==> config.mk <==
export PLATFORM = sky130hd
export DESIGN_NAME = control_unit
export DESIGN_NICKNAME = d
export VERILOG_FILES = /design/src/ctrl_pkg.sv /design/src/rv_isa_pkg.sv /design/src/control_unit.sv /design/src/control_fsm.sv /design/src/alu_op_decoder.sv /design/src/instr_classifier.sv
export SDC_FILE = /design/constraint.sdc
export NUM_CORES = 1
export LEC_CHECK = 0
export ABC_AREA = 1
export BUFFER_PORTS_ARGS = -buffer_cell sky130_fd_sc_hd__buf_2
export CORE_UTILIZATION = 46
export CTS_BUF_LIST = sky130_fd_sc_hd__clkbuf_4
export CTS_CLUSTER_SIZE = 14
export DETAILED_ROUTE_END_ITERATION = 7
export PLACE_DENSITY_LB_ADDON = 0.2
export SETUP_SLACK_MARGIN = 0.5
export SLEW_MARGIN = 10
export SYNTH_ARGS = -nofsm -noshare
export SYNTH_HDL_FRONTEND = slang
export SYNTH_SLANG_ARGS = --single-unit
==> constraint.sdc <==
create_clock -name CLK -period 2.8 [get_ports CLK]
set_input_delay 0.42 -clock CLK [delete_from_list [all_inputs] [get_ports CLK]]
set_output_delay 0.42 -clock CLK [all_outputs]
set_load 0.02 [all_outputs]
==> src/ctrl_pkg.sv <==
package ctrl_pkg;

    typedef enum logic [2:0] {
        CLS_R,
        CLS_I,
        CLS_S,
        CLS_SB,
        CLS_U,
        CLS_ILLEGAL
    } instr_class_e;

    typedef enum logic [2:0] {
        ALU_NOP = 3'b000,
        ALU_ADD = 3'b001,
        ALU_SUB = 3'b010,
        ALU_AND = 3'b011,
        ALU_SLT = 3'b110
    } alu_op_e;

    typedef enum logic [1:0] {
        MUXA_PC         = 2'b00,
        MUXA_REG_A      = 2'b01,
        MUXA_ZERO_UPPER = 2'b11          // Constant zero for lui
    } mux_a_e;

    typedef enum logic [2:0] {
        MUXB_REG_B       = 3'b000,
        MUXB_FOUR        = 3'b001,
        MUXB_IMM         = 3'b010,
        MUXB_IMM_SHIFTED = 3'b011,       // Branch offset, shifted left by one
        MUXB_IMM_EXT     = 3'b100
    } mux_b_e;

    typedef enum logic [2:0] {
        DSEL_ALU_OUT = 3'b000,
        DSEL_MEM_REG = 3'b001,
        DSEL_ONE     = 3'b010,
        DSEL_ZERO    = 3'b011,
        DSEL_PC      = 3'b100
    } data_sel_e;

    typedef enum logic [4:0] {
        ST_RESET,
        ST_WAIT,
        ST_FETCH,
        ST_DECODE,
        ST_EXECUTE,
        ST_WRITE_ALU,
        ST_SET_ONE,
        ST_SET_ZERO,
        ST_JALR_WB,
        ST_WRITE_MEM,
        ST_WAIT2,
        ST_READ_MEM,
        ST_SAVE_REG
    } state_e;

    typedef struct packed {
        alu_op_e   alu_op;
        mux_a_e    mux_a;
        mux_b_e    mux_b;
        data_sel_e data_sel;
        logic      pc_from_alu;          // PC takes ALU_OUT instead of ALU result
        logic      pc_we;
        logic      ir_load;
        logic      alu_out_we;
        logic      reg_ab_we;
        logic      rf_we;
        logic      mem_reg_we;
        logic      mem_we;
        logic      dp_rst;
    } ctrl_t;

    // Execute step as chosen by the decoder
    typedef struct packed {
        alu_op_e alu_op;
        mux_a_e  mux_a;
        mux_b_e  mux_b;
        logic    br_ne;                  // Branch on zero clear
        state_e  next;
    } exec_t;

endpackage

==> src/rv_isa_pkg.sv <==
package rv_isa_pkg;

    parameter int XLEN = 64;                 // Register and data width
    parameter int ILEN = 32;                 // Instruction width

    // Major opcodes of the supported subset
    parameter logic [6:0] OPC_OP     = 7'b0110011;
    parameter logic [6:0] OPC_OP_IMM = 7'b0010011;
    parameter logic [6:0] OPC_LOAD   = 7'b0000011;
    parameter logic [6:0] OPC_SYSTEM = 7'b1110011;
    parameter logic [6:0] OPC_STORE  = 7'b0100011;
    parameter logic [6:0] OPC_BRANCH = 7'b1100011;
    parameter logic [6:0] OPC_JALR   = 7'b1100111;
    parameter logic [6:0] OPC_LUI    = 7'b0110111;

    parameter logic [2:0] F3_ADD = 3'b000;   // Also addi and jalr
    parameter logic [2:0] F3_AND = 3'b111;
    parameter logic [2:0] F3_SLT = 3'b010;   // Also slti
    parameter logic [2:0] F3_LD  = 3'b011;
    parameter logic [2:0] F3_SD  = 3'b011;
    parameter logic [2:0] F3_BEQ = 3'b000;
    parameter logic [2:0] F3_BNE = 3'b001;

    parameter logic [6:0] F7_BASE = 7'b0000000;

    typedef struct packed {
        logic [6:0] funct7;
        logic [4:0] rs2;
        logic [4:0] rs1;
        logic [2:0] funct3;
        logic [4:0] rd;
        logic [6:0] opcode;
    } r_fmt_t;

    typedef struct packed {
        logic [11:0] imm;
        logic [4:0]  rs1;
        logic [2:0]  funct3;
        logic [4:0]  rd;
        logic [6:0]  opcode;
    } i_fmt_t;

    // Same 32-bit word, read either way by the decoder
    typedef union packed {
        r_fmt_t r;
        i_fmt_t i;
    } instr_u;

endpackage
==> src/control_unit.sv <==
`timescale 1ns/1ns

module control_unit
    import rv_isa_pkg::*, ctrl_pkg::*;
(
    input  logic   CLK,
    input  logic   RST,
    input  instr_u instr,
    input  logic   alu_zero,
    input  logic   alu_less,
    output ctrl_t  ctrl
);

    instr_class_e instr_class;
    exec_t        exec;

    instr_classifier u_classifier (
        .instr       (instr),
        .instr_class (instr_class)
    );

    alu_op_decoder u_decoder (
        .instr       (instr),
        .instr_class (instr_class),
        .alu_less    (alu_less),
        .exec        (exec)
    );

    control_fsm u_fsm (
        .CLK         (CLK),
        .RST         (RST),
        .instr_class (instr_class),
        .exec        (exec),
        .alu_zero    (alu_zero),
        .ctrl        (ctrl)
    );

endmodule

==> src/control_fsm.sv <==
`timescale 1ns/1ns

module control_fsm
    import ctrl_pkg::*;
(
    input  logic         CLK,
    input  logic         RST,
    input  instr_class_e instr_class,
    input  exec_t        exec,
    input  logic         alu_zero,
    output ctrl_t        ctrl
);

    state_e state;
    state_e state_next;
    logic   branch_taken;

    always_ff @(posedge CLK or posedge RST) begin
        if (RST) begin
            state <= ST_RESET;
        end else begin
            state <= state_next;
        end
    end

    always_comb begin
        case (state)
            ST_RESET: begin
                state_next = ST_WAIT;
            end
            ST_WAIT: begin
                state_next = ST_FETCH;
            end
            ST_FETCH: begin
                state_next = ST_DECODE;
            end
            ST_DECODE: begin
                state_next = ST_EXECUTE;
            end
            ST_EXECUTE: begin
                state_next = exec.next;
            end
            ST_WAIT2: begin
                state_next = ST_READ_MEM;
            end
            ST_READ_MEM: begin
                state_next = ST_SAVE_REG;
            end
            default: begin
                state_next = ST_WAIT;           // All write steps end here
            end
        endcase
    end

    // beq takes the branch on zero, bne on nonzero
    assign branch_taken = alu_zero ^ exec.br_ne;

    always_comb begin
        ctrl = '0;
        case (state)
            ST_RESET: begin
                ctrl.dp_rst = 1'b1;
            end
            ST_FETCH: begin
                ctrl.ir_load = 1'b1;
                ctrl.pc_we   = 1'b1;            // PC + 4
                ctrl.alu_op  = ALU_ADD;
                ctrl.mux_a   = MUXA_PC;
                ctrl.mux_b   = MUXB_FOUR;
            end
            ST_DECODE: begin
                ctrl.reg_ab_we  = 1'b1;
                ctrl.alu_out_we = 1'b1;         // Branch target ahead of time
                ctrl.alu_op     = ALU_ADD;
                ctrl.mux_a      = MUXA_PC;
                ctrl.mux_b      = MUXB_IMM_SHIFTED;
            end
            ST_EXECUTE: begin
                ctrl.alu_op = exec.alu_op;
                ctrl.mux_a  = exec.mux_a;
                ctrl.mux_b  = exec.mux_b;
                if (instr_class == CLS_SB) begin
                    ctrl.pc_we       = branch_taken;
                    ctrl.pc_from_alu = branch_taken;
                end else begin
                    ctrl.alu_out_we = (exec.alu_op != ALU_NOP);
                end
            end
            ST_WRITE_ALU: begin
                ctrl.rf_we    = 1'b1;
                ctrl.data_sel = DSEL_ALU_OUT;
            end
            ST_SET_ONE: begin
                ctrl.rf_we    = 1'b1;
                ctrl.data_sel = DSEL_ONE;
            end
            ST_SET_ZERO: begin
                ctrl.rf_we    = 1'b1;
                ctrl.data_sel = DSEL_ZERO;
            end
            ST_JALR_WB: begin
                ctrl.rf_we       = 1'b1;        // rd gets the return address
                ctrl.data_sel    = DSEL_PC;
                ctrl.pc_we       = 1'b1;
                ctrl.pc_from_alu = 1'b1;
            end
            ST_WRITE_MEM: begin
                ctrl.mem_we = 1'b1;
            end
            ST_READ_MEM: begin
                ctrl.mem_reg_we = 1'b1;
            end
            ST_SAVE_REG: begin
                ctrl.rf_we    = 1'b1;
                ctrl.data_sel = DSEL_MEM_REG;
            end
            default: begin
                ctrl.alu_op = ALU_NOP;          // WAIT and WAIT2 idle
            end
        endcase
    end

    a_rf_mem_excl: assert property (
        @(posedge CLK) disable iff (RST)
        !(ctrl.rf_we && ctrl.mem_we)
    ) else $error("rf_we and mem_we high together");

    // Operands are latched in the cycle right after the fetch
    a_fetch_then_decode: assert property (
        @(posedge CLK) disable iff (RST)
        ctrl.ir_load |=> ctrl.reg_ab_we
    ) else $error("ir_load not followed by reg_ab_we");

    a_state_range: assert property (
        @(posedge CLK) disable iff (RST)
        state <= ST_SAVE_REG
    ) else $error("state out of range");

endmodule

==> src/alu_op_decoder.sv <==
`timescale 1ns/1ns

module alu_op_decoder
    import rv_isa_pkg::*, ctrl_pkg::*;
(
    input  instr_u       instr,
    input  instr_class_e instr_class,
    input  logic         alu_less,
    output exec_t        exec
);

    state_e slt_next;

    assign slt_next = alu_less ? ST_SET_ONE : ST_SET_ZERO;

    always_comb begin
        exec = '{alu_op: ALU_NOP, mux_a: MUXA_REG_A, mux_b: MUXB_REG_B,
                 br_ne: 1'b0, next: ST_WAIT};
        case (instr_class)
            CLS_R: begin
                if (instr.r.funct7 != F7_BASE) begin
                    exec.alu_op = ALU_SUB;
                    exec.next   = ST_WRITE_ALU;
                end else if (instr.r.funct3 == F3_ADD) begin
                    exec.alu_op = ALU_ADD;
                    exec.next   = ST_WRITE_ALU;
                end else if (instr.r.funct3 == F3_AND) begin
                    exec.alu_op = ALU_AND;
                    exec.next   = ST_WRITE_ALU;
                end else if (instr.r.funct3 == F3_SLT) begin
                    exec.alu_op = ALU_SLT;
                    exec.next   = slt_next;
                end
            end
            CLS_I: begin
                exec.mux_b = MUXB_IMM;
                if (instr.i.opcode == OPC_JALR) begin
                    exec.alu_op = ALU_ADD;
                    exec.mux_b  = MUXB_IMM_EXT;
                    exec.next   = ST_JALR_WB;
                end else if (instr.i.opcode == OPC_OP_IMM && instr.i.funct3 == F3_ADD) begin
                    exec.alu_op = ALU_ADD;
                    exec.next   = ST_WRITE_ALU;
                end else if (instr.i.opcode == OPC_OP_IMM && instr.i.funct3 == F3_SLT) begin
                    exec.alu_op = ALU_SLT;
                    exec.next   = slt_next;
                end else if (instr.i.opcode == OPC_LOAD && instr.i.funct3 == F3_LD) begin
                    exec.alu_op = ALU_ADD;           // Address rs1 + imm
                    exec.next   = ST_WAIT2;
                end
            end
            CLS_S: begin
                if (instr.i.funct3 == F3_SD) begin
                    exec.alu_op = ALU_ADD;
                    exec.mux_b  = MUXB_IMM;
                    exec.next   = ST_WRITE_MEM;
                end
            end
            CLS_SB: begin
                exec.alu_op = ALU_SUB;               // Compare through zero flag
                exec.br_ne  = (instr.i.funct3 == F3_BNE);
            end
            CLS_U: begin
                exec.alu_op = ALU_ADD;
                exec.mux_a  = MUXA_ZERO_UPPER;
                exec.mux_b  = MUXB_IMM;
                exec.next   = ST_WRITE_ALU;
            end
            default: begin
                exec.alu_op = ALU_NOP;
            end
        endcase
    end

endmodule

==> src/instr_classifier.sv <==
`timescale 1ns/1ns

module instr_classifier
    import rv_isa_pkg::*, ctrl_pkg::*;
(
    input  instr_u       instr,
    output instr_class_e instr_class
);

    logic [6:0] opcode;
    logic [2:0] funct3;

    assign opcode = instr.i.opcode;
    assign funct3 = instr.i.funct3;

    always_comb begin
        case (opcode)
            OPC_OP: begin
                instr_class = CLS_R;
            end
            OPC_OP_IMM,
            OPC_LOAD,
            OPC_SYSTEM: begin
                instr_class = CLS_I;
            end
            OPC_STORE: begin
                instr_class = CLS_S;
            end
            OPC_BRANCH: begin
                instr_class = CLS_SB;
            end
            OPC_JALR: begin
                // funct3 001 under this opcode behaves as bne
                if (funct3 == F3_BNE) begin
                    instr_class = CLS_SB;
                end else begin
                    instr_class = CLS_I;
                end
            end
            OPC_LUI: begin
                instr_class = CLS_U;
            end
            default: begin
                instr_class = CLS_ILLEGAL;
            end
        endcase
    end

endmodule

=== Word level (Yosys, flattened, before mapping) ===
Index checks and enable logic that the tools add are counted.

* Word-level logic and storage cells: 85
* Bits of input ports: 36
* Flip-flop bits (word level): 5

* Multiplexer cells: 43
* Reductions and logical operators: 12
* Eq/ne operators: 28
* Bitwise logic cells: 1

{| class="wikitable"
|+ Operator list
! cell !! number
|-
| $mux W5 || 7
|-
| $pmux W5 S6 || 1
|-
| $eq A5 B4 Y1 const B || 5
|-
| $mux W3 || 8
|-
| $eq A7 B6 Y1 const B || 3
|-
| $eq A7 B7 Y1 const B || 3
|-
| $eq A5 B3 Y1 const B || 4
|-
| $pmux W5 S4 || 1
|-
| $pmux W3 S6 || 1
|-
| $pmux W3 S5 || 1
|-
| $pmux W5 S3 || 1
|-
| $eq A3 B2 Y1 const B || 4
|-
| $pmux W3 S4 || 1
|-
| $mux W1 || 11
|-
| $eq A5 B2 Y1 const B || 2
|-
| $pmux W3 S3 || 1
|-
| $mux W2 || 4
|-
| $mux W4 || 2
|-
| $eq A7 B2 Y1 const B || 1
|-
| $eq A7 B5 Y1 const B || 1
|-
| $reduce_bool A7 Y1 || 1
|-
| $eq A3 B1 Y1 const B || 2
|-
| $eq A3 B3 Y1 const B || 2
|-
| $logic_not A3 Y1 || 2
|-
| 10 further kinds || 15
|}

=== Depth between registers and ports, before layout ===
* Depth in word-level cells: 10
* Gate-level depth with buffers: 12

=== Modules after synthesis ===
A second synthesis with hierarchy kept.

* Cell total of the unflattened synthesis: 214
* Area total of the unflattened synthesis: 1113.6 um2

{| class="wikitable"
|+ By module, submodules not included
! module !! area each (um2) !! cells an instance !! seq. area each (um2) !! instances
|-
| control_fsm || 524.3 || 89 || 125.1 || 1
|-
| alu_op_decoder || 439.2 || 96 || 0.0 || 1
|-
| instr_classifier || 150.1 || 29 || 0.0 || 1
|}

=== Worst setup path before layout ===
OpenSTA, ideal clock, no wires.

* Path kind: in2out
* Start: in instr[1] (netlist bit)
* End: out ctrl[14] (netlist bit)
* Data arrival time: 1.602 ns
* Slack: 0.778 ns
* Path buffers: 0
* Stages on the path: 8
* Cells stage by stage: nand2_1 > inv_2 > nand2_2 > inv_2 > nand2_1 > nand2_1 > inv_2 > nor4_1

{| class="wikitable"
|+ RTL lines
! what !! RTL line !! text
|-
| from (decl) || control_unit.sv:8 || <nowiki>input instr_u instr,</nowiki>
|-
| to (decl) || control_unit.sv:11 || <nowiki>output ctrl_t ctrl</nowiki>
|}

==> implementation parameters <==
Parameter                              Value

Clock tree
  CTS tree    built
  Clock transition at the register clock pins on the worst setup and hold paths after CTS    0.04 ns
  Level count of the clock H-tree    1
  Total of cells resized after clock tree synthesis    0
  Library cell used as clock root buffer    sky130_fd_sc_hd__clkbuf_4
  Clock tree buffer depth    2
  Number of clock sinks seen by CTS    4
  CTS Buf Count    3
  Clock Latency Late Sink    0.23 ns
  Total of hold buffers inserted after clock tree synthesis    0
  Post-CTS setup buffer count    0

STA
  Max-slew violation count    0
  Transition at the pin with the smallest max-transition slack    0.404 ns
  Least setup slack across all paths after layout    0.656 ns
  Clock period minus worst slack    2.14 ns
  Final critical-path share of the clock period    76.6%
  Achievable Freq    466 MHz
  Total Neg Setup Slack    0 ns
  Fin. Hold Viols    0
  Number of setup violations in the final report    0
  Worst Clk Skew    0.000241 ns
  Remaining max-slew budget at the tightest pin    72.8%
  Setup repair after global routing missed its margin    false

Synth
  Post-synthesis average cell area    5.08 um^2
  Synthesized Nets    194
  Largest area contributor in the netlist    sky130_fd_sc_hd__nand2_1
  Unique masters post-synth    21
  Cells taking the most area after synthesis    sky130_fd_sc_hd__nand2_1, sky130_fd_sc_hd__nor2_1, sky130_fd_sc_hd__dfrtp_1
  Synthesis-stage register bit count    4
  Mapped Cells    158
  Yosys warns    0
  Netlist area before placement    802 um^2
  Post-synth top area share    17.8%
  Sequential-to-total area share from yosys stat    12.5%

Finish
  Final #Nets    239
  Post-synthesis to final-layout area growth    30.3%
  Design area    1040 um^2
  Total of fill cells in the finished design    176
  Most common library cell in the layout ignoring fill and taps    sky130_fd_sc_hd__buf_2
  Largest registers ranked by flip-flop count    u_fsm.state: 4 flops
  Largest register by flop count    u_fsm.state
  Ant diodes    0
  Share of cells above drive strength 1    31.8%
  Leading cell types in the layout, fill and taps excluded    sky130_fd_sc_hd__buf_2, sky130_fd_sc_hd__nand2_1, sky130_fd_sc_hd__nor2_1
  Flip-flop count of the largest register, all copies and words added    4

Power
  Portion of total power attributed to combinational logic    71.4%
  Sequential group share of total power    17.4%
  Worst voltage drop across the vdd grid    0.469 mV
  Clock share of power    11.1%
  Switching share of power    56.9%
  NetSw    0.368 mW
  Leakage dissipation    0.637 nW
  Power per standard cell area    618 nW/um^2
  Internal power component    0.278 mW

GRT
  Wire length of the first global-routing pass    3490 um
  Overall fraction of global-route tracks in use    23.4%
  Pin count of the biggest net entering global routing    10
  Gr ovfl total    0
  Antenna violations before repair    0
  Vias in the first global route    917

Floorplan
  Starting Density    51.4%
  Full die area    1910 um^2
  Number of rows in the core area    14
  Number of top-level pins    56
  Die width    43.8 um
  CORE AREA    1560 um^2
  Die Y    43.8 um

Placement
  Cell area reported after detailed placement    1020 um^2
  Sum of net half-perimeters after detailed placement    1830 um
  Weighted congestion reported at the end of routability-driven placement    0.872
  Pre-CTS setup slack    0.684 ns
  Number of port buffers    40

Routing
  Count of TritonRoute iterations in the first routing pass    6
  Routed WL    2110 um
  Post-route DRC    5
  Antenna Violating Nets Remaining    0
  Vias per Instance    5.08
  Starting DRC count in detailed routing    29
  Vias after detailed routing    1103
  Wirelength per Cell    9.71 um

Min path
  Class of the worst hold path    in -> async

Critical path
  Number of cell instances on the worst register-to-register path    7
  Data arrival time at the worst-slack endpoint    1.72 ns
  Beginning of the critical path    u_fsm.state[1]
  Critical path endpoint    ctrl[7]
  End of the worst register-to-register path    u_fsm.state[2]
  Critical Path Sink Type    output pin
  Worst flop-to-flop path startpoint    u_fsm.state[1]
  Required time at the endpoint of the critical path    2.38 ns
  Worst Setup Path Type    reg -> out
  Critical path peak fanout    9
  Worst reg2reg setup slack    1.46 ns
  Worst Setup Start Kind    flop

Run
  Max Cap Violations    0

Outcome
  Violations in the final reports    design-rule violations
  Status    finished with violations
[worst max-delay path: stages (launching register included)]
cell and delay, ns:
sky130_fd_sc_hd__dfrtp_1 0.42, sky130_fd_sc_hd__nor2_4 0.16, sky130_fd_sc_hd__inv_2 0.09, sky130_fd_sc_hd__nor2_8 0.18
sky130_fd_sc_hd__inv_2 0.07, sky130_fd_sc_hd__nor2_1 0.10, sky130_fd_sc_hd__nand2_1 0.09, sky130_fd_sc_hd__o22ai_2 0.12
sky130_fd_sc_hd__or2_1 0.11, sky130_fd_sc_hd__buf_2 0.15
[power by group through the flow]
stage                     combinational (mW)  clock (mW)  sequential (mW)
after global routing                   0.504      0.0776            0.115
final                                  0.461      0.0719            0.113
after global placement                 0.456           0            0.110
after floorplan                        0.331           0            0.108
after detailed placement               0.460           0            0.112
after CTS                              0.461      0.0723            0.112
[stage by stage]
stage                     std cells  hold slack [ns]  power [mW]  utilization, %
final                           217           0.0564       0.646            67.0
after global routing            217           0.0677       0.697            67.0
after CTS                       217           0.0557       0.645            67.0
after detailed placement        214            0.301       0.572            65.6
after global placement          214            0.295       0.566            65.6
after floorplan                 158            0.186       0.439               -
[cell usage after synthesis]
master and instances:
sky130_fd_sc_hd__o22ai_2 1, sky130_fd_sc_hd__a21oi_1 1, sky130_fd_sc_hd__a21boi_1 1, sky130_fd_sc_hd__nand3_1 19, sky130_fd_sc_hd__nand2_1 38, sky130_fd_sc_hd__o22ai_1 2
sky130_fd_sc_hd__nor3_1 3, sky130_fd_sc_hd__nor4_1 2, sky130_fd_sc_hd__o21ai_0 4, sky130_fd_sc_hd__nor2_4 2, sky130_fd_sc_hd__dfrtp_1 4, sky130_fd_sc_hd__o21ai_1 5
sky130_fd_sc_hd__nor2_1 35, sky130_fd_sc_hd__nand4_1 2, sky130_fd_sc_hd__nor2_2 3, sky130_fd_sc_hd__inv_2 10, sky130_fd_sc_hd__nor2_8 1, sky130_fd_sc_hd__or2_1 1
sky130_fd_sc_hd__inv_1 19, sky130_fd_sc_hd__nand2_2 4, sky130_fd_sc_hd__a22o_1 1
[metal layers]
layer / GRT usage [%] / share of wire (%) / wire length, um
met1: 30.7 / 47 / 995
met2: 41.8 / 46 / 963
met3: 1.67 / 6.6 / 140
met4: 5.00 / 0.43 / 9
met5: 0 / 0 / 0
[area by class of cell]
class | count | area [um^2] | share of cell area (%)
Timing Repair Buffer | 40 | 200 | 19.2
Sequential cell | 4 | 100 | 9.58
Tap cell | 16 | 20.0 | 1.92
Clock buffer | 3 | 22.5 | 2.16
Inverter | 29 | 109 | 10.4
Multi-Input combinational cell | 125 | 593 | 56.8
[kinds of logic (layout without fill, tap and decap cells)]
family                 after synthesis  after routing  share of synthesized area (%)
AND/OR/NAND/NOR                    110            110                           62.6
buffers and inverters               29             72                           13.6
flip-flops                           4              4                           12.5
AO/OA/AOI/OAI                       15             15                           11.4
[how the worst min path moves through the flow]
stage | from | end | slack (ns) | depth (start not counted)
finish | RST | u_fsm.state[0] | 0.06 | 2
global route | RST | u_fsm.state[1] | 0.07 | 2
CTS | RST | u_fsm.state[1] | 0.06 | 2
detailed placement | RST | u_fsm.state[1] | 0.30 | 2
global placement | RST | u_fsm.state[1] | 0.29 | 2
floorplan | RST | u_fsm.state[0] | 0.19 | 1
No activity file was read; power rests on OpenSTA's default activity.
